[config.mk]
export PLATFORM = sky130hd
export DESIGN_NAME = exu_top
export DESIGN_NICKNAME = d
export VERILOG_FILES = /design/src/common/exu_pkg.sv /design/src/alu/alu.sv /design/src/alu/alu_decode.sv /design/src/logic/exu_top.sv /design/src/logic/mux_key_default.sv /design/src/logic/reg_file.sv /design/src/logic/writeback_bypass.sv
export VERILOG_INCLUDE_DIRS = /design/src /design/src/common
export SDC_FILE = /design/constraint.sdc
export NUM_CORES = 2
export LEC_CHECK = 0
export BUFFER_PORTS_ARGS = -buffer_cell sky130_fd_sc_hd__buf_2
export CORE_AREA = 5 5 459 461
export CTS_CLUSTER_DIAMETER = 80
export CTS_CLUSTER_SIZE = 8
export DETAILED_ROUTE_END_ITERATION = 8
export DIE_AREA = 0 0 464 466
export HOLD_SLACK_MARGIN = 0.02
export SYNTH_ARGS = -nofsm -noshare
export SYNTH_HDL_FRONTEND = slang
export SYNTH_HIERARCHICAL = 1
export SYNTH_SLANG_ARGS = --single-unit
[constraint.sdc]
create_clock -name clk -period 6.07 [get_ports clk]
set_clock_uncertainty 0.05 [all_clocks]
set_input_delay 0.3035 -clock clk [delete_from_list [all_inputs] [get_ports clk]]
set_output_delay 0.3035 -clock clk [all_outputs]
set_load 0.05 [all_outputs]
[src/common/exu_defs.svh]
`ifndef EXU_DEFS_SVH
`define EXU_DEFS_SVH

// datapath and register index widths
`define XLEN 32
`define REG_IDX_W 5
`define ALU_OP_W 4

// rv32i major opcodes handled by this unit
`define OPC_OP 7'b0110011
`define OPC_OP_IMM 7'b0010011
`define OPC_LUI 7'b0110111

// funct3 field values
`define F3_ADD_SUB 3'b000
`define F3_SLL 3'b001
`define F3_SLT 3'b010
`define F3_SLTU 3'b011
`define F3_XOR 3'b100
`define F3_SRL_SRA 3'b101
`define F3_OR 3'b110
`define F3_AND 3'b111

// funct7 patterns, alt one selects sub / sra
`define F7_BASE 7'b0000000
`define F7_ALT 7'b0100000

// alu operation codes
`define ALU_ADD 4'b0000
`define ALU_SUB 4'b0001
`define ALU_SLL 4'b0010
`define ALU_SLT 4'b0011
`define ALU_SLTU 4'b0100
`define ALU_XOR 4'b0101
`define ALU_SRL 4'b0110
`define ALU_SRA 4'b0111
`define ALU_OR 4'b1000
`define ALU_AND 4'b1001
`define ALU_PASS2 4'b1010

`endif

[src/common/exu_pkg.sv]
`include "exu_defs.svh"

package exu_pkg;

	// one data word of the datapath
	typedef logic [`XLEN-1:0] word_t;

	// architectural register index, x0..x31
	typedef logic [`REG_IDX_W-1:0] reg_idx_t;

	// alu operation code, see ALU_* macros
	typedef logic [`ALU_OP_W-1:0] alu_op_t;

	// where a source operand comes from
	typedef enum logic {
		// register file read port
		BYP_RF = 1'b0,
		// pending writeback register
		BYP_WB = 1'b1
	} byp_src_t;

endpackage

[src/alu/alu.sv]
`timescale 1ns/1ns
`include "exu_defs.svh"

module alu #(
	parameter DATA_LEN = `XLEN
) (
	input exu_pkg::word_t src1,
	input exu_pkg::word_t src2,
	input exu_pkg::alu_op_t alu_control,
	output exu_pkg::word_t result
);

	import exu_pkg::*;

	localparam NR_OPS = 11;

	logic [DATA_LEN-1:0] sum;
	logic [DATA_LEN:0] sub_ext;
	logic [DATA_LEN-1:0] diff;
	logic lt_signed;
	logic lt_unsigned;
	logic [4:0] shamt;
	logic [DATA_LEN-1:0] sll_res;
	logic [DATA_LEN-1:0] srl_res;
	logic [DATA_LEN-1:0] sra_res;
	logic [DATA_LEN-1:0] result_tmp;

	assign sum = src1 + src2;

	// subtract as a + ~b + 1, one bit wider for the carry out
	assign sub_ext = {1'b0, src1} + {1'b0, ~src2} + {{DATA_LEN{1'b0}}, 1'b1};
	assign diff = sub_ext[DATA_LEN-1:0];

	// no carry out means a borrow, so src1 < src2 unsigned
	assign lt_unsigned = ~sub_ext[DATA_LEN];

	// signs differ: the negative one is smaller
	// signs equal: difference cannot overflow, its sign decides
	assign lt_signed = (src1[DATA_LEN-1] ^ src2[DATA_LEN-1]) ? src1[DATA_LEN-1]
		: diff[DATA_LEN-1];

	// rv32i only looks at the low five bits
	assign shamt = src2[4:0];
	assign sll_res = src1 << shamt;
	assign srl_res = src1 >> shamt;
	assign sra_res = $signed(src1) >>> shamt;

	// unknown codes fall through to zero
	mux_key_default #(
		.NR_KEY(NR_OPS),
		.KEY_LEN(`ALU_OP_W),
		.DATA_LEN(DATA_LEN)
	) u_alu_mux (
		.out(result_tmp),
		.key(alu_control),
		.default_out({DATA_LEN{1'b0}}),
		.lut({
			`ALU_ADD, sum,
			`ALU_SUB, diff,
			`ALU_SLL, sll_res,
			`ALU_SLT, {{(DATA_LEN-1){1'b0}}, lt_signed},
			`ALU_SLTU, {{(DATA_LEN-1){1'b0}}, lt_unsigned},
			`ALU_XOR, src1 ^ src2,
			`ALU_SRL, srl_res,
			`ALU_SRA, sra_res,
			`ALU_OR, src1 | src2,
			`ALU_AND, src1 & src2,
			`ALU_PASS2, src2
		})
	);

	assign result = result_tmp;

endmodule

[src/alu/alu_decode.sv]
`timescale 1ns/1ns
`include "exu_defs.svh"

module alu_decode (
	input logic inst_valid,
	input logic [31:0] inst,
	output exu_pkg::reg_idx_t rs1_idx,
	output exu_pkg::reg_idx_t rs2_idx,
	output exu_pkg::reg_idx_t rd_idx,
	output exu_pkg::alu_op_t alu_op,
	output exu_pkg::word_t imm,
	output logic use_imm,
	output logic use_pc_zero,
	output logic wr_en
);

	import exu_pkg::*;

	logic [6:0] opcode;
	logic [2:0] funct3;
	logic [6:0] funct7;
	word_t i_imm;
	word_t u_imm;
	logic legal;

	// fixed rv32i field positions
	assign opcode = inst[6:0];
	assign funct3 = inst[14:12];
	assign funct7 = inst[31:25];
	assign rd_idx = inst[11:7];
	assign rs1_idx = inst[19:15];
	assign rs2_idx = inst[24:20];

	// sign-extended I-type immediate
	assign i_imm = {{(`XLEN-12){inst[31]}}, inst[31:20]};
	// U-type, upper 20 bits, low 12 zero
	assign u_imm = {inst[31:12], 12'b0};

	always_comb begin
		legal = 1'b0;
		alu_op = `ALU_ADD;
		imm = i_imm;
		use_imm = 1'b0;
		use_pc_zero = 1'b0;
		case (opcode)
			`OPC_OP: begin
				// reg-reg, funct7 must be base or the alt pattern where allowed
				case (funct3)
					`F3_ADD_SUB: begin
						legal = (funct7 == `F7_BASE) || (funct7 == `F7_ALT);
						alu_op = (funct7 == `F7_ALT) ? `ALU_SUB : `ALU_ADD;
					end
					`F3_SRL_SRA: begin
						legal = (funct7 == `F7_BASE) || (funct7 == `F7_ALT);
						alu_op = (funct7 == `F7_ALT) ? `ALU_SRA : `ALU_SRL;
					end
					`F3_SLL: begin
						legal = (funct7 == `F7_BASE);
						alu_op = `ALU_SLL;
					end
					`F3_SLT: begin
						legal = (funct7 == `F7_BASE);
						alu_op = `ALU_SLT;
					end
					`F3_SLTU: begin
						legal = (funct7 == `F7_BASE);
						alu_op = `ALU_SLTU;
					end
					`F3_XOR: begin
						legal = (funct7 == `F7_BASE);
						alu_op = `ALU_XOR;
					end
					`F3_OR: begin
						legal = (funct7 == `F7_BASE);
						alu_op = `ALU_OR;
					end
					default: begin
						legal = (funct7 == `F7_BASE);
						alu_op = `ALU_AND;
					end
				endcase
			end
			`OPC_OP_IMM: begin
				use_imm = 1'b1;
				legal = 1'b1;
				// funct3 000 is always addi, there is no immediate subtract
				case (funct3)
					`F3_ADD_SUB: alu_op = `ALU_ADD;
					`F3_SLT: alu_op = `ALU_SLT;
					`F3_SLTU: alu_op = `ALU_SLTU;
					`F3_XOR: alu_op = `ALU_XOR;
					`F3_OR: alu_op = `ALU_OR;
					`F3_AND: alu_op = `ALU_AND;
					`F3_SLL: begin
						legal = (funct7 == `F7_BASE);
						alu_op = `ALU_SLL;
					end
					default: begin
						// srli / srai, bit 30 picks arithmetic
						legal = (funct7 == `F7_BASE) || (funct7 == `F7_ALT);
						alu_op = funct7[5] ? `ALU_SRA : `ALU_SRL;
					end
				endcase
			end
			`OPC_LUI: begin
				// 0 + (imm << 12)
				legal = 1'b1;
				imm = u_imm;
				use_imm = 1'b1;
				use_pc_zero = 1'b1;
				alu_op = `ALU_ADD;
			end
			default: begin
				legal = 1'b0;
			end
		endcase
	end

	// x0 destination and illegal encodings never reach writeback
	assign wr_en = inst_valid && legal && (rd_idx != '0);

endmodule

[src/logic/exu_top.sv]
`timescale 1ns/1ns

module exu_top (
	input logic clk,
	input logic arst_n,
	input logic inst_valid,
	input logic [31:0] inst,
	output logic wb_valid,
	output exu_pkg::reg_idx_t wb_rd,
	output exu_pkg::word_t wb_data
);

	import exu_pkg::*;

	reg_idx_t rs1_idx;
	reg_idx_t rs2_idx;
	reg_idx_t rd_idx;
	alu_op_t alu_op;
	word_t imm;
	logic use_imm;
	logic use_pc_zero;
	logic wr_en;
	word_t rf_rdata1;
	word_t rf_rdata2;
	word_t op_a;
	word_t op_b;
	word_t alu_src1;
	word_t alu_src2;
	word_t alu_result;

	alu_decode u_alu_decode (
		.inst_valid(inst_valid),
		.inst(inst),
		.rs1_idx(rs1_idx),
		.rs2_idx(rs2_idx),
		.rd_idx(rd_idx),
		.alu_op(alu_op),
		.imm(imm),
		.use_imm(use_imm),
		.use_pc_zero(use_pc_zero),
		.wr_en(wr_en)
	);

	// written from the writeback stage, commits one edge after it
	reg_file u_reg_file (
		.clk(clk),
		.arst_n(arst_n),
		.raddr1(rs1_idx),
		.raddr2(rs2_idx),
		.rdata1(rf_rdata1),
		.rdata2(rf_rdata2),
		.we(wb_valid),
		.waddr(wb_rd),
		.wdata(wb_data)
	);

	writeback_bypass u_writeback_bypass (
		.clk(clk),
		.arst_n(arst_n),
		.rs1_idx(rs1_idx),
		.rs2_idx(rs2_idx),
		.rf_rdata1(rf_rdata1),
		.rf_rdata2(rf_rdata2),
		.alu_result(alu_result),
		.rd_idx(rd_idx),
		.wr_en(wr_en),
		.op_a(op_a),
		.op_b(op_b),
		.wb_valid(wb_valid),
		.wb_rd(wb_rd),
		.wb_data(wb_data)
	);

	// lui zeroes operand a, immediates replace operand b
	assign alu_src1 = use_pc_zero ? '0 : op_a;
	assign alu_src2 = use_imm ? imm : op_b;

	alu u_alu (
		.src1(alu_src1),
		.src2(alu_src2),
		.alu_control(alu_op),
		.result(alu_result)
	);

endmodule

[src/logic/mux_key_default.sv]
`timescale 1ns/1ns

module mux_key_default #(
	parameter NR_KEY = 2,
	parameter KEY_LEN = 1,
	parameter DATA_LEN = 1
) (
	output logic [DATA_LEN-1:0] out,
	input logic [KEY_LEN-1:0] key,
	input logic [DATA_LEN-1:0] default_out,
	input logic [NR_KEY*(KEY_LEN+DATA_LEN)-1:0] lut
);

	localparam PAIR_LEN = KEY_LEN + DATA_LEN;

	logic [KEY_LEN-1:0] key_list [NR_KEY];
	logic [DATA_LEN-1:0] data_list [NR_KEY];
	logic dup_key;

	// pair i sits at bits [PAIR_LEN*(i+1)-1 : PAIR_LEN*i]
	// key in the upper part, data in the lower part
	for (genvar i = 0; i < NR_KEY; i++) begin : g_pair
		assign data_list[i] = lut[PAIR_LEN*i +: DATA_LEN];
		assign key_list[i] = lut[PAIR_LEN*i + DATA_LEN +: KEY_LEN];
	end

	// default unless some key hits
	always_comb begin
		out = default_out;
		for (int i = 0; i < NR_KEY; i++) begin
			if (key == key_list[i]) begin
				out = data_list[i];
			end
		end
	end

	// table keys must be distinct, otherwise the lowest pair silently loses
	always_comb begin
		dup_key = 1'b0;
		for (int i = 0; i < NR_KEY; i++) begin
			for (int j = i + 1; j < NR_KEY; j++) begin
				if (key_list[i] == key_list[j]) begin
					dup_key = 1'b1;
				end
			end
		end
		assert (!dup_key) else $error("mux_key_default: duplicate key in table");
	end

endmodule

[src/logic/reg_file.sv]
`timescale 1ns/1ns
`include "exu_defs.svh"

module reg_file (
	input logic clk,
	input logic arst_n,
	input exu_pkg::reg_idx_t raddr1,
	input exu_pkg::reg_idx_t raddr2,
	output exu_pkg::word_t rdata1,
	output exu_pkg::word_t rdata2,
	input logic we,
	input exu_pkg::reg_idx_t waddr,
	input exu_pkg::word_t wdata
);

	import exu_pkg::*;

	localparam NR_REGS = 1 << `REG_IDX_W;

	word_t regs [NR_REGS];

	// architectural state, cleared on reset
	always_ff @(posedge clk or negedge arst_n) begin
		if (!arst_n) begin
			for (int i = 0; i < NR_REGS; i++) begin
				regs[i] <= '0;
			end
		end else if (we && (waddr != '0)) begin
			regs[waddr] <= wdata;
		end
	end

	// x0 reads as zero regardless of contents
	assign rdata1 = (raddr1 == '0) ? '0 : regs[raddr1];
	assign rdata2 = (raddr2 == '0) ? '0 : regs[raddr2];

	// decode already drops rd == x0, so none should arrive here
	a_no_x0_write: assert property (
		@(posedge clk) disable iff (!arst_n)
		we |-> (waddr != '0)
	) else $error("reg_file: write to x0");

endmodule

[src/logic/writeback_bypass.sv]
`timescale 1ns/1ns

module writeback_bypass (
	input logic clk,
	input logic arst_n,
	input exu_pkg::reg_idx_t rs1_idx,
	input exu_pkg::reg_idx_t rs2_idx,
	input exu_pkg::word_t rf_rdata1,
	input exu_pkg::word_t rf_rdata2,
	input exu_pkg::word_t alu_result,
	input exu_pkg::reg_idx_t rd_idx,
	input logic wr_en,
	output exu_pkg::word_t op_a,
	output exu_pkg::word_t op_b,
	output logic wb_valid,
	output exu_pkg::reg_idx_t wb_rd,
	output exu_pkg::word_t wb_data
);

	import exu_pkg::*;

	byp_src_t sel_a;
	byp_src_t sel_b;

	// pending writeback not yet in the register file
	// wb_rd is never x0 while valid, so x0 never forwards
	assign sel_a = (wb_valid && (wb_rd == rs1_idx)) ? BYP_WB : BYP_RF;
	assign sel_b = (wb_valid && (wb_rd == rs2_idx)) ? BYP_WB : BYP_RF;

	always_comb begin
		case (sel_a)
			BYP_WB: op_a = wb_data;
			default: op_a = rf_rdata1;
		endcase
	end

	always_comb begin
		case (sel_b)
			BYP_WB: op_b = wb_data;
			default: op_b = rf_rdata2;
		endcase
	end

	// valid bit is the only control state
	always_ff @(posedge clk or negedge arst_n) begin
		if (!arst_n) begin
			wb_valid <= 1'b0;
		end else begin
			wb_valid <= wr_en;
		end
	end

	// payload only loads for a real write
	always_ff @(posedge clk) begin
		if (wr_en) begin
			wb_rd <= rd_idx;
			wb_data <= alu_result;
		end
	end

	a_wb_rd_nonzero: assert property (
		@(posedge clk) disable iff (!arst_n)
		wb_valid |-> (wb_rd != '0)
	) else $error("writeback_bypass: valid writeback to x0");

endmodule

==> results.toml <==
[clock_tree]
cts_tree = "built"
htreeDepth = 4
cts-root-buf = "clkbuf_16"
clk_path_buf_depth = 3
clock_sinks = 1062
clock_latency_ns = 0.78
numCtsBuffers = 152
clk_pin_slew_ns = 0.06

[critical_path]
path_class = "flop to flop"
crit_slowest_cell = "or4b_1"
cp_top_family = "compound AO/OA/AOI/OAI gates"
worst-path-buf-inv = 2
cp.arrival_ns = 6.27
cp_common_cell = "a21oi_1"
cp_slowest_stage_delay_ns = 0.62
required_ns = 6.52
path_cells = "mux4_2, mux4_2, o22ai_2, nor3_1, buf_4, mux2_4, mux2_4, clkinv_1, ha_1, o21bai_1, a21oi_1, o311a_1, or4b_1, a21oi_2, o211ai_1, a21oi_1, nor2_1, fa_1, a21oi_1, o21ai_0, o21ai_0, nand3_1"
worst_setup_path_start_kind = "flop"
cp-end-kind = "flop"
critPathMaxFanout = 5

[timing]
min_period_ns = 5.81
slew_headroom_pct = 13.7
worst_slack_ns = 0.256
setup_viol = 0
hold-worst-slack_ns = 0.194
slew_viol_final = 0
fin_crit_sh_pct = 95.8
fmax_mhz = 172
rsz0062_at_grt = "false"
timing_hold_violations_final = 0
tightest_slew_ns = 1.29

[power]
powerDensity_mw_per_mm2 = 224
p_leak_nw = 37.7
ir_drop_uv = 209

[grt]
grt_max_degree = 173
grt_overflow_total = 0
grt_pass1_vias = 54700
grtUsageTotal_pct = 24.0
grt_pass1_wl_mm = 387
antenna_found_initial = 21

[placement]
place_congestion = 0.996
portBuffers = 72
place_worst_setup_slack_ns = -0.130
dp_hpwl_mm = 181

[yosys]
synth_top_family_by_area = "multiplexers"
ys_seq_area_share_pct = 38.4
async_flop_share_pct = 96.5
syn_avg_cell_area_um2 = 12.1
synth-simple-area-share_pct = 6.15
synthXorXnorAreaFrac_pct = 1.42
synth_top_cell_by_area = "dfrtp_1"
ys_warn_count = 6
synthMuxAreaShare_pct = 37.5
synth_edf_count = 37
ys_top_cells_by_count = "1073 x mux2_2, 1025 x dfrtp_1, 424 x mux4_2, 323 x clkbuf_1, 311 x mux2i_1"
ys.flop_type = "dfrtp_1"
synth_compound_area_share_pct = 9.44
netlist-cell-type-count = 101
netlist_area_mm2 = 0.0697
netlist_instances = 5742
synth_most_common_cell = "mux2_2"
synthAdderAreaFrac_pct = 1.88
synth_top_area_share_pct = 36.8
ys_ff_latch = 1062
synthTopCellsByArea = "dfrtp_1 37%, mux2_2 17%, mux4_2 14%"

[layout]
post-route-util_pct = 39.6
multi_input_area_mm2 = 0.0401
nets = 6339
fill_cells = 19500
ff_latch_area_mm2 = 0.0268
area_delta_synth_final_pct = 17.2
drive_gt1_share_pct = 42.8

[run]
cap_violations = 0

[route]
vias_per_cell = 6.05
drc = 0
wirelength_mm = 265
drt_iter0_drc = 5999
vias = 54100
first_pass_iters = 7
post_drt_wl_per_cell_um = 29.7
ant_nets = 0

[die]
initial_utilization_pct = 33.8
ios = 73
core_area_mm2 = 0.206
dieArea_mm2 = 0.216
rows = 167
dieWidth_um = 464
dieHeight_um = 466

[min_path]
hold_class = "primary input to asynchronous set/reset pin"

[outcome]
status = "complete, no violations"
layout by cell type, fill, tap and decap left out, drive strengths merged, types with 17 or more instances in the layout:
master / instances
mux2: 1169
dfrtp: 1025
buf: 780
mux4: 424
mux2i: 311
nor2: 292
a21oi: 258
o21ai: 230
clkbuf: 165
conb: 138
inv: 128
nor3: 109
ha: 100
a22oi: 99
nand2: 98
nor2b: 81
xnor2: 77
a211oi: 65
o22ai: 55
a22o: 54
nand3: 49
edfxtp: 37
a21o: 37
xor2: 36
or4b: 34
a222oi: 32
o221ai: 29
a2111oi: 29
nor4: 28
and2b: 25
and2: 24
nand2b: 22
o21bai: 17
clkinv: 17
final cells by class:
type / instances / area share (%)
multi-input cells: 4068 / 49.1
flip-flops and latches: 1062 / 32.8
repair buffers: 787 / 8.12
clock buffers: 164 / 4.78
well taps: 2704 / 4.14
inverters: 130 / 0.599
clock inverters: 16 / 0.443
diodes: 11 / 0.0337
path summary, 6_finish.rpt:
| kind | startpoint | end | slack [ns] | cells after the start |
|---|---|---|---|---|
| setup / recovery | u_reg_file/regs[65]$_DFFE_PN0P_ | u_writeback_bypass/wb_data[0]$_DFFE_PP_ | 0.26 | 22 |
| hold / removal | arst_n | u_reg_file/regs[115]$_DFFE_PN0P_ | 0.19 | 2 |
| setup reg to reg | u_reg_file/regs[65]$_DFFE_PN0P_ | u_writeback_bypass/wb_data[0]$_DFFE_PP_ | 0.26 | 22 |
| hold reg to reg | u_reg_file/regs[1007]$_DFFE_PN0P_ | u_reg_file/regs[1007]$_DFFE_PN0P_ | 0.35 | 0 |
| max in group asynchronous | arst_n | u_reg_file/regs[939]$_DFFE_PN0P_ | 4.13 | 3 |
| min in group clk | inst[10] | u_writeback_bypass/wb_rd[3]$_DFFE_PP_ | 0.22 | 2 |
routing by layer:
layer / global-route usage, % / wire [µm] / part of all wire [%]
met1: 32.1 / 108000 / 41
met2: 36.8 / 119000 / 45
met3: 5.66 / 24300 / 9.1
met4: 11.2 / 13900 / 5.2
met5: 0 / 80 / 0.030
where the power goes:
part	switching (mW)	internal (mW)	total, mW	leakage (nW)
registers	0.0192	7.16	7.18	14.6
logic	1.98	1.33	3.31	21.0
clock network	3.27	4.56	7.83	2.06
total	5.27	13.1	18.3	37.7
logic make-up (layout without fill, tap and decap cells):
family | Yosys count | in the layout
simple gates | 820 | 820
mux | 1904 | 1904
fa+ha+maj | 103 | 103
xor+xnor | 113 | 113
compound gates | 990 | 990
flops | 1062 | 1062
other cells | 2 | 149
buf+inv | 748 | 1097
through the flow:
stage	area, µm²	instances	setup TNS, ns	power, mW
6_report	81700	8942	0	18.3
5_1_grt	81700	8933	0	18.9
4_1_cts	81600	8929	0	18.4
3_5_place_dp	77300	8743	-0.193	10.5
3_3_place_gp	77300	8743	-0.562	10.5
2_1_floorplan	70200	5878	0	9.02
what timing repair did:
action,4_1_cts,5_1_grt
hold buffers,6,0
gates resized for setup,0,4
setup buffers,0,2
hold endpoints to repair,110,0
setup endpoints to repair,0,4
worst reg2reg max path, cell delays in order (launching register included):
cell	delay, ns
dfrtp_1	0.40
mux4_2	0.46
mux4_2	0.50
o22ai_2	0.18
nor3_1	0.09
buf_4	0.16
mux2_4	0.26
mux2_4	0.34
clkinv_1	0.10
ha_1	0.24
o21bai_1	0.13
a21oi_1	0.10
o311a_1	0.41
or4b_1	0.63
a21oi_2	0.18
o211ai_1	0.12
a21oi_1	0.18
nor2_1	0.08
fa_1	0.35
a21oi_1	0.15
o21ai_0	0.11
o21ai_0	0.22
nand3_1	0.10
flip-flops by register name, summed over array words and instances, names as in the netlist:
name / count
u_reg_file/regs: 1024
u_writeback_bypass/wb_valid: 1
u_writeback_bypass/wb_data: 32
u_writeback_bypass/wb_rd: 5
No activity file was read; power rests on OpenSTA's default activity.
